<file path="src/dcache_ctrl_pkg.sv">
package dcache_ctrl_pkg;

	// cache port count, fixed by the state set
	localparam int NUM_PORTS = 2;
	// associativity
	localparam int NUM_WAYS = 2;

	// one bit per cache port, bit 0 is port 0
	typedef logic [NUM_PORTS-1:0] port_vec_t;
	// one bit per way, bit 0 is way 0
	typedef logic [NUM_WAYS-1:0] way_vec_t;

	// arbiter direction bit
	localparam logic RW_READ = 1'b1;
	localparam logic RW_WRITE = 1'b0;

	// miss handling states
	typedef enum logic [2:0] {
		standby,
		stall_p0,
		stall_p1,
		prep_stall_p01,
		stall_p01,
		double_write,
		data_move,
		protocol_fault
	} ctrl_state_t;

endpackage
</file>
<file path="src/dcache_ctrl.sv">
`timescale 1ns/1ps

module dcache_ctrl (
	input logic clk,
	input logic rst_n,
	input dcache_ctrl_pkg::port_vec_t d_mem_read,
	input dcache_ctrl_pkg::port_vec_t d_mem_write,
	output dcache_ctrl_pkg::port_vec_t d_mem_resp,
	input dcache_ctrl_pkg::port_vec_t data0_hit,
	input dcache_ctrl_pkg::port_vec_t data1_hit,
	input dcache_ctrl_pkg::port_vec_t rpb_hit,
	input dcache_ctrl_pkg::port_vec_t mshr_hit,
	input dcache_ctrl_pkg::port_vec_t mshr_reading_tag,
	input logic dirty0_out,
	input logic dirty1_out,
	input logic lru_out,
	input logic mshr_dirty,
	input logic mshr_wait,
	input logic rpb_wait,
	output logic pmem_read,
	output logic pmem_write,
	input logic pmem_resp,
	output dcache_ctrl_pkg::way_vec_t load_data,
	output dcache_ctrl_pkg::way_vec_t load_dirty,
	output dcache_ctrl_pkg::way_vec_t load_valid,
	output dcache_ctrl_pkg::way_vec_t dirty_in,
	output logic update_lru,
	output logic lru_in,
	output logic mshr_load_addr,
	output logic mshr_load_word,
	output logic mshr_load_line,
	output logic inc_mshr_ptr,
	output logic rpb_load_line,
	output logic rpb_load_word,
	output logic inc_rpb_ptr,
	output logic fault
);
	import dcache_ctrl_pkg::*;

	port_vec_t hit_port;
	port_vec_t read_miss;
	port_vec_t write_miss;
	logic first_write;
	way_vec_t write_hit_way;
	logic illegal_req;
	logic rw_sel;
	logic prev_rw;
	ctrl_state_t state;

	// per-port hit and miss levels
	port_hit_decode u_hit (
		.d_mem_read(d_mem_read),
		.d_mem_write(d_mem_write),
		.data0_hit(data0_hit),
		.data1_hit(data1_hit),
		.rpb_hit(rpb_hit),
		.mshr_hit(mshr_hit),
		.hit_port(hit_port),
		.read_miss(read_miss),
		.write_miss(write_miss),
		.first_write(first_write),
		.write_hit_way(write_hit_way),
		.illegal_req(illegal_req)
	);

	// memory direction, fill vs write-back
	pmem_arbiter u_arb (
		.clk(clk),
		.rst_n(rst_n),
		.pmem_resp(pmem_resp),
		.mshr_wait(mshr_wait),
		.rpb_wait(rpb_wait),
		.rw_sel(rw_sel),
		.prev_rw(prev_rw)
	);

	miss_fsm u_fsm (
		.clk(clk),
		.rst_n(rst_n),
		.d_mem_read(d_mem_read),
		.d_mem_write(d_mem_write),
		.hit_port(hit_port),
		.read_miss(read_miss),
		.illegal_req(illegal_req),
		.pmem_resp(pmem_resp),
		.state(state)
	);

	// responses and datapath strobes
	ctrl_output_decode u_dec (
		.state(state),
		.d_mem_read(d_mem_read),
		.d_mem_write(d_mem_write),
		.hit_port(hit_port),
		.read_miss(read_miss),
		.write_miss(write_miss),
		.first_write(first_write),
		.write_hit_way(write_hit_way),
		.rpb_hit(rpb_hit),
		.mshr_reading_tag(mshr_reading_tag),
		.rw_sel(rw_sel),
		.prev_rw(prev_rw),
		.lru_out(lru_out),
		.dirty0_out(dirty0_out),
		.dirty1_out(dirty1_out),
		.mshr_dirty(mshr_dirty),
		.mshr_wait(mshr_wait),
		.rpb_wait(rpb_wait),
		.pmem_resp(pmem_resp),
		.d_mem_resp(d_mem_resp),
		.pmem_read(pmem_read),
		.pmem_write(pmem_write),
		.load_data(load_data),
		.load_dirty(load_dirty),
		.load_valid(load_valid),
		.dirty_in(dirty_in),
		.update_lru(update_lru),
		.lru_in(lru_in),
		.mshr_load_addr(mshr_load_addr),
		.mshr_load_word(mshr_load_word),
		.mshr_load_line(mshr_load_line),
		.inc_mshr_ptr(inc_mshr_ptr),
		.rpb_load_line(rpb_load_line),
		.rpb_load_word(rpb_load_word),
		.inc_rpb_ptr(inc_rpb_ptr),
		.fault(fault)
	);

endmodule

</file>
<file path="src/ctrl_output_decode.sv">
`timescale 1ns/1ps

module ctrl_output_decode (
	input dcache_ctrl_pkg::ctrl_state_t state,
	input dcache_ctrl_pkg::port_vec_t d_mem_read,
	input dcache_ctrl_pkg::port_vec_t d_mem_write,
	input dcache_ctrl_pkg::port_vec_t hit_port,
	input dcache_ctrl_pkg::port_vec_t read_miss,
	input dcache_ctrl_pkg::port_vec_t write_miss,
	input logic first_write,
	input dcache_ctrl_pkg::way_vec_t write_hit_way,
	input dcache_ctrl_pkg::port_vec_t rpb_hit,
	input dcache_ctrl_pkg::port_vec_t mshr_reading_tag,
	input logic rw_sel,
	input logic prev_rw,
	input logic lru_out,
	input logic dirty0_out,
	input logic dirty1_out,
	input logic mshr_dirty,
	input logic mshr_wait,
	input logic rpb_wait,
	input logic pmem_resp,
	output dcache_ctrl_pkg::port_vec_t d_mem_resp,
	output logic pmem_read,
	output logic pmem_write,
	output dcache_ctrl_pkg::way_vec_t load_data,
	output dcache_ctrl_pkg::way_vec_t load_dirty,
	output dcache_ctrl_pkg::way_vec_t load_valid,
	output dcache_ctrl_pkg::way_vec_t dirty_in,
	output logic update_lru,
	output logic lru_in,
	output logic mshr_load_addr,
	output logic mshr_load_word,
	output logic mshr_load_line,
	output logic inc_mshr_ptr,
	output logic rpb_load_line,
	output logic rpb_load_word,
	output logic inc_rpb_ptr,
	output logic fault
);
	import dcache_ctrl_pkg::*;

	logic mem_read_resp;
	logic fill;
	logic served_write;
	port_vec_t stalled;
	port_vec_t addr_ports;
	port_vec_t rd_ok;
	port_vec_t wr_ok;

	// a line is coming back from memory into the mshr
	assign mem_read_resp = pmem_resp & (rw_sel == RW_READ);
	// data_move after a read moves the mshr line into the cache
	assign fill = (prev_rw == RW_READ);
	assign fault = (state == protocol_fault);

	// hit reads can always be answered
	assign rd_ok = d_mem_read & hit_port;

	// a write is answered only from the write slot
	always_comb begin
		for (int p = 0; p < NUM_PORTS; p++)
			wr_ok[p] = d_mem_write[p] & (int'(first_write) == p);
	end

	// which ports are blocked, and which may push a miss address
	always_comb begin
		stalled = '0;
		addr_ports = '0;
		case (state)
			standby: addr_ports = '1;
			stall_p0: begin
				stalled[0] = 1'b1;
				addr_ports[1] = 1'b1;
			end
			stall_p1: begin
				stalled[1] = 1'b1;
				addr_ports[0] = 1'b1;
			end
			// second address of a double miss goes in here
			prep_stall_p01: begin
				stalled = '1;
				addr_ports = '1;
			end
			stall_p01: stalled = '1;
			// port 0 already went out in the cycle before
			double_write: stalled[0] = 1'b1;
			default: stalled = '1;
		endcase
	end

	always_comb begin
		d_mem_resp = '0;
		pmem_read = 1'b0;
		pmem_write = 1'b0;
		load_data = '0;
		load_dirty = '0;
		load_valid = '0;
		dirty_in = '0;
		update_lru = 1'b0;
		lru_in = 1'b0;
		mshr_load_addr = 1'b0;
		mshr_load_word = 1'b0;
		mshr_load_line = 1'b0;
		inc_mshr_ptr = 1'b0;
		rpb_load_line = 1'b0;
		rpb_load_word = 1'b0;
		inc_rpb_ptr = 1'b0;
		served_write = 1'b0;
		case (state)
			data_move: begin
				if (fill) begin
					d_mem_resp = mshr_reading_tag;
					// returned line replaces the lru way
					load_data[lru_out] = 1'b1;
					load_valid[lru_out] = 1'b1;
					load_dirty[lru_out] = 1'b1;
					dirty_in[lru_out] = mshr_dirty;
					update_lru = 1'b1;
					lru_in = ~lru_out;
					inc_mshr_ptr = 1'b1;
					// dirty victim is pushed into the write-back buffer
					rpb_load_line = lru_out ? dirty1_out : dirty0_out;
				end else begin
					// write-back finished, retire the rpb entry
					inc_rpb_ptr = 1'b1;
				end
			end
			// all outputs low except fault
			protocol_fault: ;
			default: begin
				pmem_read = (rw_sel == RW_READ) & mshr_wait;
				pmem_write = (rw_sel == RW_WRITE) & rpb_wait;
				mshr_load_line = mem_read_resp;
				// ports wait while the mshr takes a line
				if (!mem_read_resp)
					d_mem_resp = (rd_ok | wr_ok) & ~stalled;
				served_write = d_mem_resp[first_write] & d_mem_write[first_write];
				// write hit goes straight into its way and marks it dirty
				load_data = write_hit_way & {NUM_WAYS{served_write}};
				load_dirty = load_data;
				dirty_in = load_data;
				update_lru = |load_data;
				// the other way becomes least recently used
				lru_in = write_hit_way[0] & served_write;
				rpb_load_word = served_write & rpb_hit[first_write];
				mshr_load_word = served_write & write_miss[first_write];
				mshr_load_addr = |(read_miss & addr_ports);
			end
		endcase
	end

endmodule

</file>
<file path="src/miss_fsm.sv">
`timescale 1ns/1ps

module miss_fsm (
	input logic clk,
	input logic rst_n,
	input dcache_ctrl_pkg::port_vec_t d_mem_read,
	input dcache_ctrl_pkg::port_vec_t d_mem_write,
	input dcache_ctrl_pkg::port_vec_t hit_port,
	input dcache_ctrl_pkg::port_vec_t read_miss,
	input logic illegal_req,
	input logic pmem_resp,
	output dcache_ctrl_pkg::ctrl_state_t state
);
	import dcache_ctrl_pkg::*;

	ctrl_state_t next_state;
	port_vec_t pending_rd;

	// stall state for a set of read-missing ports
	// a double miss needs one extra cycle to load the second mshr address
	function automatic ctrl_state_t miss_target(port_vec_t misses);
		case (misses)
			2'b11: return prep_stall_p01;
			2'b01: return stall_p0;
			2'b10: return stall_p1;
			default: return standby;
		endcase
	endfunction

	// reads still open after the fill
	// the port being filled sees its line through mshr_hit this cycle
	assign pending_rd = d_mem_read & ~hit_port;

	always_comb begin
		next_state = state;
		case (state)
			standby: begin
				if (pmem_resp)
					next_state = data_move;
				else if (illegal_req)
					next_state = protocol_fault;
				else if (|read_miss)
					next_state = miss_target(read_miss);
				else if (&d_mem_write)
					next_state = double_write;
			end
			stall_p0: begin
				if (pmem_resp)
					next_state = data_move;
				else if (read_miss[1])
					next_state = stall_p01;
			end
			stall_p1: begin
				if (pmem_resp)
					next_state = data_move;
				else if (read_miss[0])
					next_state = stall_p01;
			end
			prep_stall_p01: begin
				if (pmem_resp)
					next_state = data_move;
				else
					next_state = stall_p01;
			end
			stall_p01: begin
				if (pmem_resp)
					next_state = data_move;
			end
			double_write: begin
				// a fill arriving here must still reach data_move
				if (pmem_resp)
					next_state = data_move;
				else
					next_state = standby;
			end
			// one cycle, then whatever read misses are left
			data_move: next_state = miss_target(pending_rd);
			// sticky until reset
			protocol_fault: next_state = protocol_fault;
			default: next_state = standby;
		endcase
	end

	always_ff @(posedge clk or negedge rst_n) begin
		if (!rst_n)
			state <= standby;
		else
			state <= next_state;
	end

endmodule

</file>
<file path="src/pmem_arbiter.sv">
`timescale 1ns/1ps

module pmem_arbiter (
	input logic clk,
	input logic rst_n,
	input logic pmem_resp,
	input logic mshr_wait,
	input logic rpb_wait,
	output logic rw_sel,
	output logic prev_rw
);
	import dcache_ctrl_pkg::*;

	// rw_sel is the direction memory is working on now
	// prev_rw is the direction of the transfer that finished last
	always_ff @(posedge clk or negedge rst_n) begin
		if (!rst_n) begin
			rw_sel <= RW_READ;
			prev_rw <= RW_READ;
		end else if (pmem_resp) begin
			prev_rw <= rw_sel;
			// after a fill give a pending write-back its turn, else back to reads
			if (rw_sel == RW_READ && rpb_wait)
				rw_sel <= RW_WRITE;
			else
				rw_sel <= RW_READ;
		end else if (rw_sel == RW_READ && !mshr_wait && rpb_wait) begin
			// idle read side, switch to the waiting write-back
			rw_sel <= RW_WRITE;
		end else if (rw_sel == RW_WRITE && !rpb_wait && mshr_wait) begin
			rw_sel <= RW_READ;
		end
	end

endmodule

</file>
<file path="src/port_hit_decode.sv">
`timescale 1ns/1ps

module port_hit_decode (
	input dcache_ctrl_pkg::port_vec_t d_mem_read,
	input dcache_ctrl_pkg::port_vec_t d_mem_write,
	input dcache_ctrl_pkg::port_vec_t data0_hit,
	input dcache_ctrl_pkg::port_vec_t data1_hit,
	input dcache_ctrl_pkg::port_vec_t rpb_hit,
	input dcache_ctrl_pkg::port_vec_t mshr_hit,
	output dcache_ctrl_pkg::port_vec_t hit_port,
	output dcache_ctrl_pkg::port_vec_t read_miss,
	output dcache_ctrl_pkg::port_vec_t write_miss,
	output logic first_write,
	output dcache_ctrl_pkg::way_vec_t write_hit_way,
	output logic illegal_req
);
	import dcache_ctrl_pkg::*;

	// a port hits if its line sits in either way, the rpb or the mshr
	assign hit_port = data0_hit | data1_hit | rpb_hit | mshr_hit;

	// read miss stalls the port, write miss only parks a word in the mshr
	assign read_miss = d_mem_read & ~hit_port;
	assign write_miss = d_mem_write & ~hit_port;

	// single write slot per cycle
	// port 0 owns it whenever it writes, port 1 gets it otherwise
	assign first_write = !d_mem_write[0];

	// way hit by the write in the slot
	// zero when that port is not writing or hits only rpb/mshr
	assign write_hit_way = {data1_hit[first_write], data0_hit[first_write]}
		& {NUM_WAYS{d_mem_write[first_write]}};

	// read and write on the same port in one cycle cannot be served
	assign illegal_req = |(d_mem_read & d_mem_write);

endmodule

</file>
<file path="config.mk">
export PLATFORM = sky130hd
export DESIGN_NAME = dcache_ctrl
export DESIGN_NICKNAME = d
export VERILOG_FILES = /design/src/dcache_ctrl_pkg.sv /design/src/dcache_ctrl.sv /design/src/ctrl_output_decode.sv /design/src/miss_fsm.sv /design/src/pmem_arbiter.sv /design/src/port_hit_decode.sv
export SDC_FILE = /design/constraint.sdc
export NUM_CORES = 1
export LEC_CHECK = 0
export BUFFER_PORTS_ARGS = -buffer_cell sky130_fd_sc_hd__buf_2
export CORE_MARGIN = 3
export CORE_UTILIZATION = 43
export DETAILED_ROUTE_END_ITERATION = 10
export PLACE_DENSITY = 0.79
export REMOVE_ABC_BUFFERS = 1
export SLEW_MARGIN = 30
export SYNTH_ARGS = -nofsm -noshare
export SYNTH_HDL_FRONTEND = slang
export SYNTH_HIERARCHICAL = 1
export SYNTH_SLANG_ARGS = --single-unit
</file>
<file path="constraint.sdc">
create_clock -name clk -period 1.9 [get_ports clk]
set_input_delay 0.095 -clock clk [delete_from_list [all_inputs] [get_ports clk]]
set_output_delay 0.095 -clock clk [all_outputs]
set_load 0.05 [all_outputs]
</file>
# Yosys cells after proc, flatten, opt, wreduce, memory -nomap -nowiden
# Cells that the tools add are included.
[op_classes]
n_lt_le_gt_ge = 3
eq_ne = 14
mux = 60
n_bitwise = 25
n_reduce_logical = 22
[op_table]
columns = ["op", "n"]
rows = [
  ["two-way mux 1 bit", 35],
  ["two-way mux 3 bit", 10],
  ["one-hot mux 3 bit (8 select lines)", 1],
  ["AND 2 bit", 9],
  ["two-way mux 2 bit", 7],
  ["== test 3 bit (second input constant)", 4],
  ["one-hot mux 2 bit (2 select lines)", 3],
  ["OR reduction 2 bit", 6],
  ["OR reduction 3 bit", 3],
  ["AND 1 bit", 8],
  ["bitwise OR 2 bit", 4],
  ["== test 3 x 2 -> 1 bit (second input constant)", 2],
  ["logical AND 1 bit", 6],
  ["inequality test 3 x 2 -> 1 bit (second input constant)", 2],
  ["one-hot mux 2 bit (3 select lines)", 1],
  ["inequality test 5 bit (second input constant)", 1],
  ["== test 2 bit (second input constant)", 2],
  ["< comparator 1 x 2 -> 1 bit (second input constant)", 2],
  ["inverter 2 bit", 2],
  ["one-hot mux 1 bit (2 select lines)", 2],
  ["AND reduction 4 bit", 1],
  ["== test 3 x 1 -> 1 bit (second input constant)", 1],
  ["logical NOT 1 bit", 3],
  ["logical NOT 3 bit", 1],
  ["other kinds (7)", 8],
]
[totals]
register_bits = 5
input_bits = 23
out_inout_bits = 22
word_cells = 127

# Longest topological paths before layout
# Gate-level depths: netlist of the first run.
[logic_depth]
depth_word = 14
depth_mapped = 6
ltp_nobuf = 6

# Cells and area by module
# Netlist of the first run, hierarchy kept.
[by_module_without_submodules]
columns = ["module", "n_inst", "cells_each", "area_each_um2", "seq_area_each_um2"]
rows = [
  ["ctrl_output_decode", 1, 44, 292.8, 0.0],
  ["miss_fsm", 1, 33, 281.5, 75.1],
  ["port_hit_decode", 1, 16, 95.1, 0.0],
  ["pmem_arbiter", 1, 7, 90.1, 52.6],
]

# Least setup slack after synthesis of the first run
# OpenSTA, ideal clock, no wires.
[synth_timing]
path_kind = "register to output"
start = "register u_fsm.state[1]"
end = "output port load_dirty[1]"
t_arrival_ns = 2.409
required_time_ns = 1.805
path_slack_ns = -0.604
stages_incl_launch_ff = 7
path_buffers = 1
path_cell_list = "dfrtp_1 > and2b_1 > nand3_2 > inv_2 > and2_1 > o21bai_1 > buf_4"
[synth_between]
elab_chain_len = 12
elab_cells_between_ends = 19
classes_between = "eq/ne (5); mux (7); bitwise (4); reduce/logical (3)"
[synth_lines]
columns = ["element", "line_no", "source"]
rows = [
  ["start, declared", "miss_fsm.sv:12", "output dcache_ctrl_pkg::ctrl_state_t state"],
  ["start signal, assigned", "miss_fsm.sv:86", "state <= standby;"],
  ["start signal, assigned", "miss_fsm.sv:88", "state <= next_state;"],
  ["== test 3 x 1 -> 1 bit, or another cell as far along", "ctrl_output_decode.sv:70", "case (state)"],
  ["OR reduction 3 bit (no line) or OR reduction 2 bit (tied branches)", "n/a", ""],
  ["two-way mux 1 bit", "ctrl_output_decode.sv:70", ""],
  ["inverter 2 bit", "ctrl_output_decode.sv:137", "d_mem_resp = (rd_ok | wr_ok) & ~stalled;"],
  ["AND 2 bit", "ctrl_output_decode.sv:137", ""],
  ["two-way mux 2 bit", "ctrl_output_decode.sv:136", "if (!mem_read_resp)"],
  ["two-way mux 2 bit", "ctrl_output_decode.sv:110", "case (state)"],
  ["two-way mux 1 bit (implied by the code) (2 in a row)", "ctrl_output_decode.sv:138", "served_write = d_mem_resp[first_write] & d_mem_write[first_write];"],
  ["AND 1 bit", "ctrl_output_decode.sv:138", ""],
  ["AND 2 bit", "ctrl_output_decode.sv:140", "load_data = write_hit_way & {NUM_WAYS{served_write}};"],
  ["one-hot mux 2 bit (2 select lines) *", "n/a", ""],
  ["end, declared", "dcache_ctrl.sv:24", "output dcache_ctrl_pkg::way_vec_t load_dirty,"],
]
# Mark *: on every way between the ends. The rest lies on a longest branch, timed or not. The select of a mux whose other input is x is not followed.

# Worst setup path in the final report of the first run
[layout_timing]
start = "register u_fsm.state[2]"
end = "output port load_dirty[0]"
[layout_between]
elab_chain_len = 12
elab_cells_between_ends = 19
classes_between = "eq/ne (5); mux (7); bitwise (4); reduce/logical (3)"
[layout_lines]
columns = ["element", "line_no"]
rows = [
  ["== test 3 x 1 -> 1 bit, or another cell as far along", "ctrl_output_decode.sv:70"],
  ["OR reduction 3 bit (no line) or OR reduction 2 bit (tied branches)", "n/a"],
  ["two-way mux 1 bit", "ctrl_output_decode.sv:70"],
  ["inverter 2 bit", "ctrl_output_decode.sv:137"],
  ["AND 2 bit", "ctrl_output_decode.sv:137"],
  ["two-way mux 2 bit", "ctrl_output_decode.sv:136"],
  ["two-way mux 2 bit", "ctrl_output_decode.sv:110"],
  ["two-way mux 1 bit (implied by the code) (2 in a row)", "ctrl_output_decode.sv:138"],
  ["AND 1 bit", "ctrl_output_decode.sv:138"],
  ["AND 2 bit", "ctrl_output_decode.sv:140"],
  ["one-hot mux 2 bit (2 select lines) *", "ctrl_output_decode.sv:110"],
]
# Marks and branches as above.

==> results.sh, run 1 <==
export IMPL_area_growth_pct=44.8
export IMPL_ys_seq_area_share_pct=16.8
export IMPL_synth_async_reset_ratio_pct=100
export IMPL_hold_path_class="in -> reg"
export IMPL_n_antenna_cell=0
export IMPL_cp_data_arrival_time_ns=1.74
export IMPL_clock_power_share_pct=7.4
export IMPL_avgSynthCellArea_um2=7.59
export IMPL_critical_path_class="reg -> out"
export IMPL_power_density_nw_per_um2=1540
export IMPL_outcome="complete, no violations"
export IMPL_grt_overflow_total=0
export IMPL_setup_ws_ns=0.0656
export IMPL_worst_ir_drop_vdd_mv=0.974
export IMPL_ys_warn_count=6
export IMPL_reg2reg_depth=5
export IMPL_gp_congestion=0.786
export IMPL_nNetsFinal=173
export IMPL_worst_pin_slew_ns=0.339
export IMPL_cts_sinks=5
export IMPL_top_layer="met3"
export IMPL_cellLeakagePower_nw=0.527
export IMPL_start_kind="register"
export IMPL_nFillCells=123
export IMPL_holdWs_ns=0.0798
export IMPL_ys_ff_latch=5
export IMPL_die_area_um2=2310
export IMPL_r2r_end="u_fsm/state[0]"
export IMPL_final_layout_size_suffix_gt1_share_pct=48.3
export IMPL_power_switching_mw=1.01
export IMPL_combPwrFrac_pct=77.5
export IMPL_route_met3_wl_um=165
export IMPL_hpwlAfterDp_mm=1.71
export IMPL_cp_required_ns=1.80
export IMPL_insertion_delay_ns=0.24
export IMPL_hold_viol=0
export IMPL_route_detailed_drc=0
export IMPL_dp_cells=158
export IMPL_finalSetupTns_ns=0
export IMPL_seq_area_um2=131
export IMPL_synth_edff_count=0
export IMPL_synth_distinct_cells=47
export IMPL_critPathCaptureType="output port"
export IMPL_final_design_area_no_fill_um2=1100
export IMPL_viasPerCell=5.81
export IMPL_cts_tree="done"
export IMPL_wl_mm=2.39
export IMPL_vias=959
export IMPL_grt_use_total_pct=19.4
export IMPL_finalCriticalPeriod_ns=1.83
export IMPL_grt_pass1_wl_mm=3.24
export IMPL_path_clk_slew_ns=0.05
export IMPL_cts_made_buffers=3
export IMPL_maxSlewHeadroom_pct=77.4
export IMPL_timing_final_crit_share_pct=96.5
export IMPL_htree_num_levels=1
export IMPL_wl_met1_um=982
export IMPL_rows=14
export IMPL_ios=45
export IMPL_critPathCapture="load_dirty[0]"
export IMPL_grt_max_degree=13
export IMPL_startpoint="u_fsm/state[2]"
export IMPL_first_pass_iters=5
export IMPL_power_switching_share_pct=59.8
export IMPL_start_util_pct=48.2
export IMPL_die_w_um=48.0
export IMPL_dp_slack_ns=0.198
export IMPL_antenna_found_initial=0
export IMPL_antenna_left=0
export IMPL_finalSetupViolCount=0
export IMPL_synth_area_um2=759
export IMPL_seqPwrFrac_pct=15.1
export IMPL_drtIter0Drc=34
export IMPL_cts_max_path_buffers=2
export IMPL_rsz0062_at_grt="true"
export IMPL_portBuffers=44
export IMPL_clockRootBuffer="clkbuf_4"
export IMPL_route_met2_wl_mm=1.25
export IMPL_coreArea_um2=1580
export IMPL_grt_pass1_vias=798
export IMPL_placed_cell_area_um2=985
export IMPL_skew_ns=0.00118
export IMPL_r2r_slack_ns=0.12
export IMPL_cp_max_fo=10
export IMPL_synth_flop_cell="dfrtp_1"
export IMPL_stdcell_count=165
export IMPL_r2r_start="u_fsm/state[1]"
export IMPL_wire_per_inst_um=14.5
export IMPL_multi_input_area_um2=599
export IMPL_netlist_instances=100
export IMPL_drv_slew=0
export IMPL_cap_viol_max_count=0
export IMPL_die_y_um=48.0
export IMPL_max_freq_mhz=545
export IMPL_internal_power_mw=0.681
==> registers in the layout, indices dropped and copies added, names as in the netlist <==
register / cells
u_arb/rw_sel: 1
u_arb/prev_rw: 1
u_fsm/state: 3
==> placed cells by master, fill, tap and decap left out, types with 2 or more instances in the layout <==
| cell | n |
|---|---|
| a21oi_1 | 4 |
| a22o_1 | 4 |
| and2_1 | 5 |
| and3_1 | 2 |
| buf_2 | 37 |
| buf_4 | 6 |
| clkbuf_4 | 8 |
| dfrtp_2 | 3 |
| dfstp_2 | 2 |
| inv_1 | 7 |
| inv_2 | 2 |
| mux2i_1 | 3 |
| nand2_1 | 11 |
| nand2b_1 | 2 |
| nor2_1 | 10 |
| nor2b_1 | 2 |
| nor3_1 | 2 |
| nor4_2 | 2 |
| o21ai_0 | 3 |
| o21ai_1 | 2 |
| o22ai_2 | 2 |
| or4b_1 | 2 |
==> worst min-delay path by stage <==
stage / from / to / slack (ns) / cells after the start
after floorplan: rst_n / u_fsm/state[0] / -0.20 / 0
after global placement: rst_n / u_fsm/state[1] / -0.09 / 1
after detailed placement: rst_n / u_fsm/state[1] / -0.08 / 1
after CTS: rpb_wait / u_arb/rw_sel / 0.08 / 2
after global routing: rpb_wait / u_arb/rw_sel / 0.07 / 2
final: rpb_wait / u_arb/rw_sel / 0.08 / 2
==> cells in the mapped netlist, types with 2 or more instances <==
master	instances	area, µm²
inv_2	2	7.51
dfstp_2	2	52.6
nand2b_1	2	12.5
and3_1	2	12.5
o21ai_0	3	15.0
and2_1	5	31.3
a22o_1	4	35.0
nor2b_1	2	12.5
mux2i_1	3	30.0
nor4_2	2	25.0
nor2_1	10	37.5
inv_1	7	26.3
a21oi_1	4	20.0
nor3_1	2	10.0
or4b_1	2	20.0
buf_4	3	22.5
dfrtp_1	3	75.1
o21ai_1	2	10.0
nand2_1	11	41.3
o22ai_1	2	12.5
==> worst max-delay path: stages (launching register included) <==
cell	delay, ns
dfrtp_2	0.48
a221oi_4	0.36
a32oi_4	0.20
o22ai_2	0.18
clkbuf_4	0.27
==> kinds of logic after synthesis <==
| family | after synthesis | share of synthesized area [%] |
|---|---|---|
| AND/OR/NAND/NOR | 46 | 35.1 |
| multiplexers | 5 | 7.41 |
| flip-flops | 5 | 16.8 |
| buffers and inverters | 14 | 9.39 |
| AO/OA/AOI/OAI | 30 | 31.3 |
==> metrics by stage <==
step           util, %  power [mW]
6_report          69.8        1.69
5_1_grt           69.8        1.80
4_1_cts           64.8        1.54
3_5_place_dp      62.5        1.41
3_3_place_gp      62.5        1.40
2_1_floorplan        -        1.13
==> repair_timing <==
| item | 4_1_cts | 5_1_grt |
|---|---|---|
| hold buffers | 1 | 0 |
| endpoints found under the hold margin | 5 | 0 |
| gates resized for setup | 1 | 18 |
| gates cloned | 0 | 0 |
| endpoints found under the setup margin | 5 | 10 |
| setup buffers | 0 | 2 |
==> per-layer routing <==
| metal | GRT usage (%) | vias up |
|---|---|---|
| met1 | 25.1 | 439 |
| met4 | 6.99 | 0 |
| li1 | - | 472 |
| met3 | 2.63 | 0 |
| met5 | 0 | - |
| met2 | 32.5 | 48 |
==> power groups by stage <==
stage / logic [mW] / clock network [mW] / registers (mW)
4_1_cts: 1.18 / 0.128 / 0.242
3_5_place_dp: 1.17 / 0 / 0.241
5_1_grt: 1.39 / 0.142 / 0.267
6_report: 1.31 / 0.126 / 0.256
3_3_place_gp: 1.16 / 0 / 0.236
2_1_floorplan: 0.885 / 0 / 0.245
==> layout make-up <==
class,instances,area share [%]
multi-input cells,81,54.5
inverters,9,3.07
well taps,16,1.82
flip-flops and latches,5,11.9
clock buffers,4,2.39
repair buffers,50,26.3
(Power assumes the default switching activity.)
==> run 2: changes to the inputs <==
- ABC_AREA: default -> 1
- BUFFER_PORTS_ARGS: -buffer_cell sky130_fd_sc_hd__buf_2 -> -buffer_cell sky130_fd_sc_hd__buf_4
- CORE_UTILIZATION: 43 -> 45
- PLACE_DENSITY: 0.79 -> 0.8
==> results.sh, run 2 <==
export IMPL_synth_edff_count=0
export IMPL_hold_viol=0
export IMPL_gr_max_usage_layer="met2"
export IMPL_ios=45
export IMPL_ys_ff_latch=5
export IMPL_reg_top3="u_fsm/state x3, u_arb/prev_rw x1, u_arb/rw_sel x1"
export IMPL_grt_util_met1_pct=22.1
export IMPL_skew_ns=0.00220
export IMPL_maxSlewHeadroom_pct=75.3
export IMPL_vias=1091
export IMPL_start_util_pct=48.9
export IMPL_synth_async_reset_ratio_pct=100
export IMPL_wl_mm=2.30
export IMPL_rsz0062_at_grt="false"
export IMPL_finalSetupViolCount=0
export IMPL_coreArea_um2=1780
export IMPL_viasPerCell=4.81
export IMPL_finalCriticalPeriod_ns=1.70
export IMPL_largest_reg_flops=3
export IMPL_cap_viol_max_count=0
export IMPL_synth_area_um2=872
export IMPL_grt_util_met3_pct=3.93
export IMPL_cts_tree="done"
export IMPL_grt_pass1_wl_mm=3.84
export IMPL_htree_num_levels=1
export IMPL_stdcell_count=227
export IMPL_antenna_left=0
export IMPL_use_met2_pct=34.1
export IMPL_cp_required_ns=1.80
export IMPL_max_freq_mhz=587
export IMPL_critical_path_class="reg -> out"
export IMPL_finalSetupTns_ns=0
export IMPL_first_pass_iters=4
export IMPL_layout_common_cells="nand2_1 (47), buf_4 (44), nor2_1 (20)"
export IMPL_synth_distinct_cells=26
export IMPL_mostFrequentLayoutCell="nand2_1"
export IMPL_cts_max_path_buffers=2
export IMPL_r2r_slack_ns=0.62
export IMPL_die_area_um2=2500
export IMPL_grt_pass1_vias=946
export IMPL_hold_path_class="in -> reg"
export IMPL_area_growth_pct=43.3
export IMPL_start_kind="register"
export IMPL_insertion_delay_ns=0.23
export IMPL_route_detailed_drc=0
export IMPL_ys_warn_count=6
export IMPL_synth_flop_cell="dfrtp_1"
export IMPL_cp_data_arrival_time_ns=1.61
export IMPL_rows=15
export IMPL_netlist_instances=156
export IMPL_yosys_area_top_type="nand2_1"
export IMPL_die_y_um=50.0
export IMPL_worst_ir_drop_vdd_mv=0.875
export IMPL_avgSynthCellArea_um2=5.59
export IMPL_outcome="complete, no violations"
export IMPL_nFillCells=169
export IMPL_dp_cells=222
export IMPL_cts_made_buffers=3
export IMPL_synth_most_common_cell="nand2_1"
export IMPL_portBuffers=44
export IMPL_timing_final_crit_share_pct=89.6
export IMPL_n_antenna_cell=0
export IMPL_nNetsFinal=226
export IMPL_critPathCaptureType="output port"
export IMPL_cellLeakagePower_nw=0.724
export IMPL_synth_top_cells_by_count="nand2_1 (47), nor2_1 (20), inv_1 (18)"
export IMPL_netlist_area_leader_share_pct=20.2
export IMPL_holdWs_ns=0.136
export IMPL_gp_congestion=0.965
export IMPL_grt_max_degree=12
export IMPL_worst_pin_slew_ns=0.371
export IMPL_antenna_found_initial=0
export IMPL_drv_slew=0
export IMPL_path_clk_slew_ns=0.04
export IMPL_final_layout_size_suffix_gt1_share_pct=41.1
export IMPL_hpwlAfterDp_mm=1.95
export IMPL_regMostFlops="u_fsm/state"
export IMPL_postCtsSetupBuffers=0
export IMPL_wire_per_inst_um=10.1
export IMPL_ys_seq_area_share_pct=14.6
export IMPL_grt_overflow_total=0
export IMPL_power_density_nw_per_um2=1200
export IMPL_cp_max_fo=11
export IMPL_drtIter0Drc=24
export IMPL_clockRootBuffer="clkbuf_4"
export IMPL_cts_sinks=5
export IMPL_yosys_top_cells_area="nand2_1 (20%), dfrtp_1 (8.6%), nor2_1 (8.6%), inv_1 (7.7%), nand3_1 (6.3%)"
export IMPL_die_w_um=50.0
export IMPL_grt_use_total_pct=18.6
==> run 2: per-layer routing <==
layer,part of all wire [%],vias up
met3,9.5,0
li1,-,574
met1,42,473
met2,48,44
met5,0,-
met4,0,0
==> run 2: final timing paths <==
| kind | to | cells after the start | from |
|---|---|---|---|
| setup / recovery | load_dirty[0] | 7 | u_fsm/state[0] |
| hold / removal | u_arb/rw_sel | 4 | rpb_wait |
| setup reg to reg | u_fsm/state[1] | 7 | u_fsm/state[0] |
| hold reg to reg | u_arb/prev_rw | 1 | u_arb/prev_rw |
| max in group asynchronous | u_arb/prev_rw | 2 | rst_n |
| min in group asynchronous | u_fsm/state[2] | 2 | rst_n |
==> run 2: power by group <==
part / switching [mW] / internal [mW]
sequential: 0.0978 / 0.154
clock: 0.0385 / 0.0791
combinational: 0.771 / 0.364
==> run 2: cells by family (layout without fill, tap and decap cells) <==
logic type	Yosys count	in the layout	share of synthesized area (%)
compound gates	22	22	15.8
buf+inv	29	75	13.8
flops	5	5	14.6
simple gates	100	100	55.8
==> run 2: area by class of cell <==
type                       instances  area [µm²]  share of cell area [%]
tap                               25        31.3                    2.50
sequential                         5         130                    10.4
timing repair buffer              45         340                    27.2
inverter                          26        97.6                    7.81
multi-input combinational        122         624                    49.9
clock buffer                       4        26.3                    2.10
==> run 2: worst max-delay path: stages, from the launching register on <==
cell and delay, ns:
dfrtp_1 0.56, nor2_2 0.08, nor2_2 0.14, nand3_2 0.08, nand2_2 0.10, nand3_1 0.09, nand2_1 0.12, buf_4 0.21
==> run 2: timing repair <==
| item | CTS | global route |
|---|---|---|
| resized for setup | 0 | 2 |
| endpoints found under the hold margin | 5 | 0 |
| hold buffers | 1 | 0 |
| endpoints found under the setup margin | 0 | 3 |
==> run 2: per-stage QoR <==
step	instance area (µm²)	utilization, %	worst slack, ns	power (mW)
final	1250	70.1	0.197	1.50
after global routing	1250	70.1	0.0263	1.63
after CTS	1250	70.0	0.139	1.51
after detailed placement	1210	67.9	0.390	1.39
after global placement	1210	67.9	0.428	1.37
after floorplan	850	-	-0.190	1.09
==> run 3: changes to the inputs <==
- PLACE_DENSITY: 0.8 -> default
- PLACE_DENSITY_LB_ADDON: default -> 0.05
- SLEW_MARGIN: 30 -> default
==> results.sh, run 3 (synthesized netlist as in run 2, its figures left out) <==
export IMPL_clock_power_share_pct=8.0
export IMPL_viasPerCell=4.76
export IMPL_hold_viol=0
export IMPL_nNetsFinal=226
export IMPL_drv_slew=0
export IMPL_path_clk_slew_ns=0.04
export IMPL_insertion_delay_ns=0.24
export IMPL_power_switching_mw=0.926
export IMPL_cellLeakagePower_nw=0.723
export IMPL_worst_pin_slew_ns=0.315
export IMPL_power_density_nw_per_um2=1220
export IMPL_hpwlAfterDp_mm=1.98
export IMPL_cts_tree="done"
export IMPL_combPwrFrac_pct=75.0
export IMPL_antenna_left=0
export IMPL_grt_pass1_vias=1003
export IMPL_finalSetupTns_ns=0
export IMPL_wire_per_inst_um=10.4
export IMPL_start_util_pct=48.9
export IMPL_worst_ir_drop_vdd_mv=0.941
export IMPL_multi_input_area_um2=624
export IMPL_placed_cell_area_um2=1210
export IMPL_reg_top3="u_fsm/state x3, u_arb/prev_rw x1, u_arb/rw_sel x1"
export IMPL_grt_max_degree=12
export IMPL_cts_sinks=5
export IMPL_max_freq_mhz=581
export IMPL_cap_viol_max_count=0
export IMPL_timing_final_crit_share_pct=90.6
export IMPL_seq_area_um2=131
export IMPL_largest_reg_flops=3
export IMPL_rsz0062_at_grt="false"
export IMPL_vias=1081
export IMPL_die_y_um=50.0
export IMPL_hold_path_class="in -> reg"
export IMPL_grt_pass1_wl_mm=3.88
export IMPL_maxSlewHeadroom_pct=78.9
export IMPL_internal_power_mw=0.598
export IMPL_grt_use_total_pct=19.3
export IMPL_cp_max_fo=11
export IMPL_cp_required_ns=1.80
export IMPL_regMostFlops="u_fsm/state"
export IMPL_finalSetupViolCount=0
export IMPL_die_area_um2=2500
export IMPL_critPathCaptureType="output port"
export IMPL_outcome="complete, no violations"
export IMPL_final_design_area_no_fill_um2=1250
export IMPL_route_detailed_drc=0
export IMPL_critical_path_class="reg -> out"
export IMPL_ios=45
export IMPL_finalCriticalPeriod_ns=1.72
export IMPL_antenna_found_initial=0
export IMPL_mostFrequentLayoutCell="nand2_1"
export IMPL_layout_common_cells="nand2_1 (47), buf_4 (44), nor2_1 (20)"
export IMPL_min_from="rpb_wait"
export IMPL_portBuffers=44
export IMPL_stdcell_count=227
export IMPL_skew_ns=0.00212
export IMPL_nFillCells=161
export IMPL_setup_ws_ns=0.178
export IMPL_cts_made_buffers=3
export IMPL_rows=15
export IMPL_drtIter0Drc=15
export IMPL_die_w_um=50.0
export IMPL_grt_overflow_total=0
export IMPL_seqPwrFrac_pct=17.0
export IMPL_startpoint="u_fsm/state[1]"
export IMPL_cts_max_path_buffers=2
export IMPL_start_kind="register"
export IMPL_gp_congestion=0.893
export IMPL_coreArea_um2=1780
export IMPL_holdWs_ns=0.106
export IMPL_area_growth_pct=43.5
export IMPL_power_switching_share_pct=60.8
export IMPL_htree_num_levels=1
export IMPL_dp_slack_ns=0.361
export IMPL_final_layout_size_suffix_gt1_share_pct=41.6
export IMPL_wl_mm=2.36
export IMPL_clockRootBuffer="clkbuf_4"
export IMPL_r2r_start="u_fsm/state[0]"
export IMPL_first_pass_iters=4
export IMPL_cp_data_arrival_time_ns=1.63
export IMPL_dp_cells=222
export IMPL_n_antenna_cell=0
run 3: cell counts in the layout (fill, tap and decap cells not counted):
No cell type changed its count.
run 3: power by group through the flow:
stage	Combinational, mW	Sequential [mW]	Clock (mW)
after detailed placement	1.14	0.250	0
after global routing	1.24	0.266	0.137
after CTS	1.14	0.249	0.124
final	1.14	0.259	0.122
after global placement	1.12	0.245	0
after floorplan	0.860	0.228	0
run 3: final cells by class:
| type | count | area share [%] |
|---|---|---|
| multi-input combinational | 122 | 49.9 |
| inverter | 26 | 7.80 |
| clock buffer | 4 | 2.10 |
| tap | 25 | 2.50 |
| timing repair buffer | 45 | 27.2 |
| sequential | 5 | 10.5 |
run 3: worst paths after layout:
check / to / slack (ns) / cells past startpoint
hold / removal: u_arb/rw_sel / 0.11 / 4
max in group asynchronous: u_arb/rw_sel / 1.52 / 2
min in group asynchronous: u_fsm/state[2] / 0.19 / 2
setup reg to reg: u_fsm/state[1] / 0.63 / 7
setup / recovery: load_dirty[0] / 0.18 / 8
hold reg to reg: u_arb/prev_rw / 0.54 / 1
run 3: through the flow:
step                      power [mW]  util [%]
final                           1.52      70.2
after global routing            1.64      70.2
after CTS                       1.52      70.0
after detailed placement        1.39      67.9
after global placement          1.37      67.9
after floorplan                 1.09         -
run 3: layer usage:
metal  share of wire [%]  global-route usage, %
met4                0.13                   7.37
met1                  43                   21.8
met2                  51                   35.4
met3                 6.0                   3.32
met5                   0                      0
run 3: repair_timing:
| action | in CTS | in global routing |
|---|---|---|
| hold buffers | 1 | 0 |
| resized for setup | 0 | 3 |
| setup endpoints to repair | 0 | 3 |
| endpoints found under the hold margin | 5 | 0 |
| buffers inserted | 0 | 0 |
run 3: critical path: stages (launching register included):
cell and delay [ns]:
dfrtp_2 0.49, inv_1 0.11, nand2_1 0.06, nor2_2 0.11, nand3_2 0.08, nand2_2 0.09
nand3_1 0.10, nand2_1 0.13, buf_4 0.22
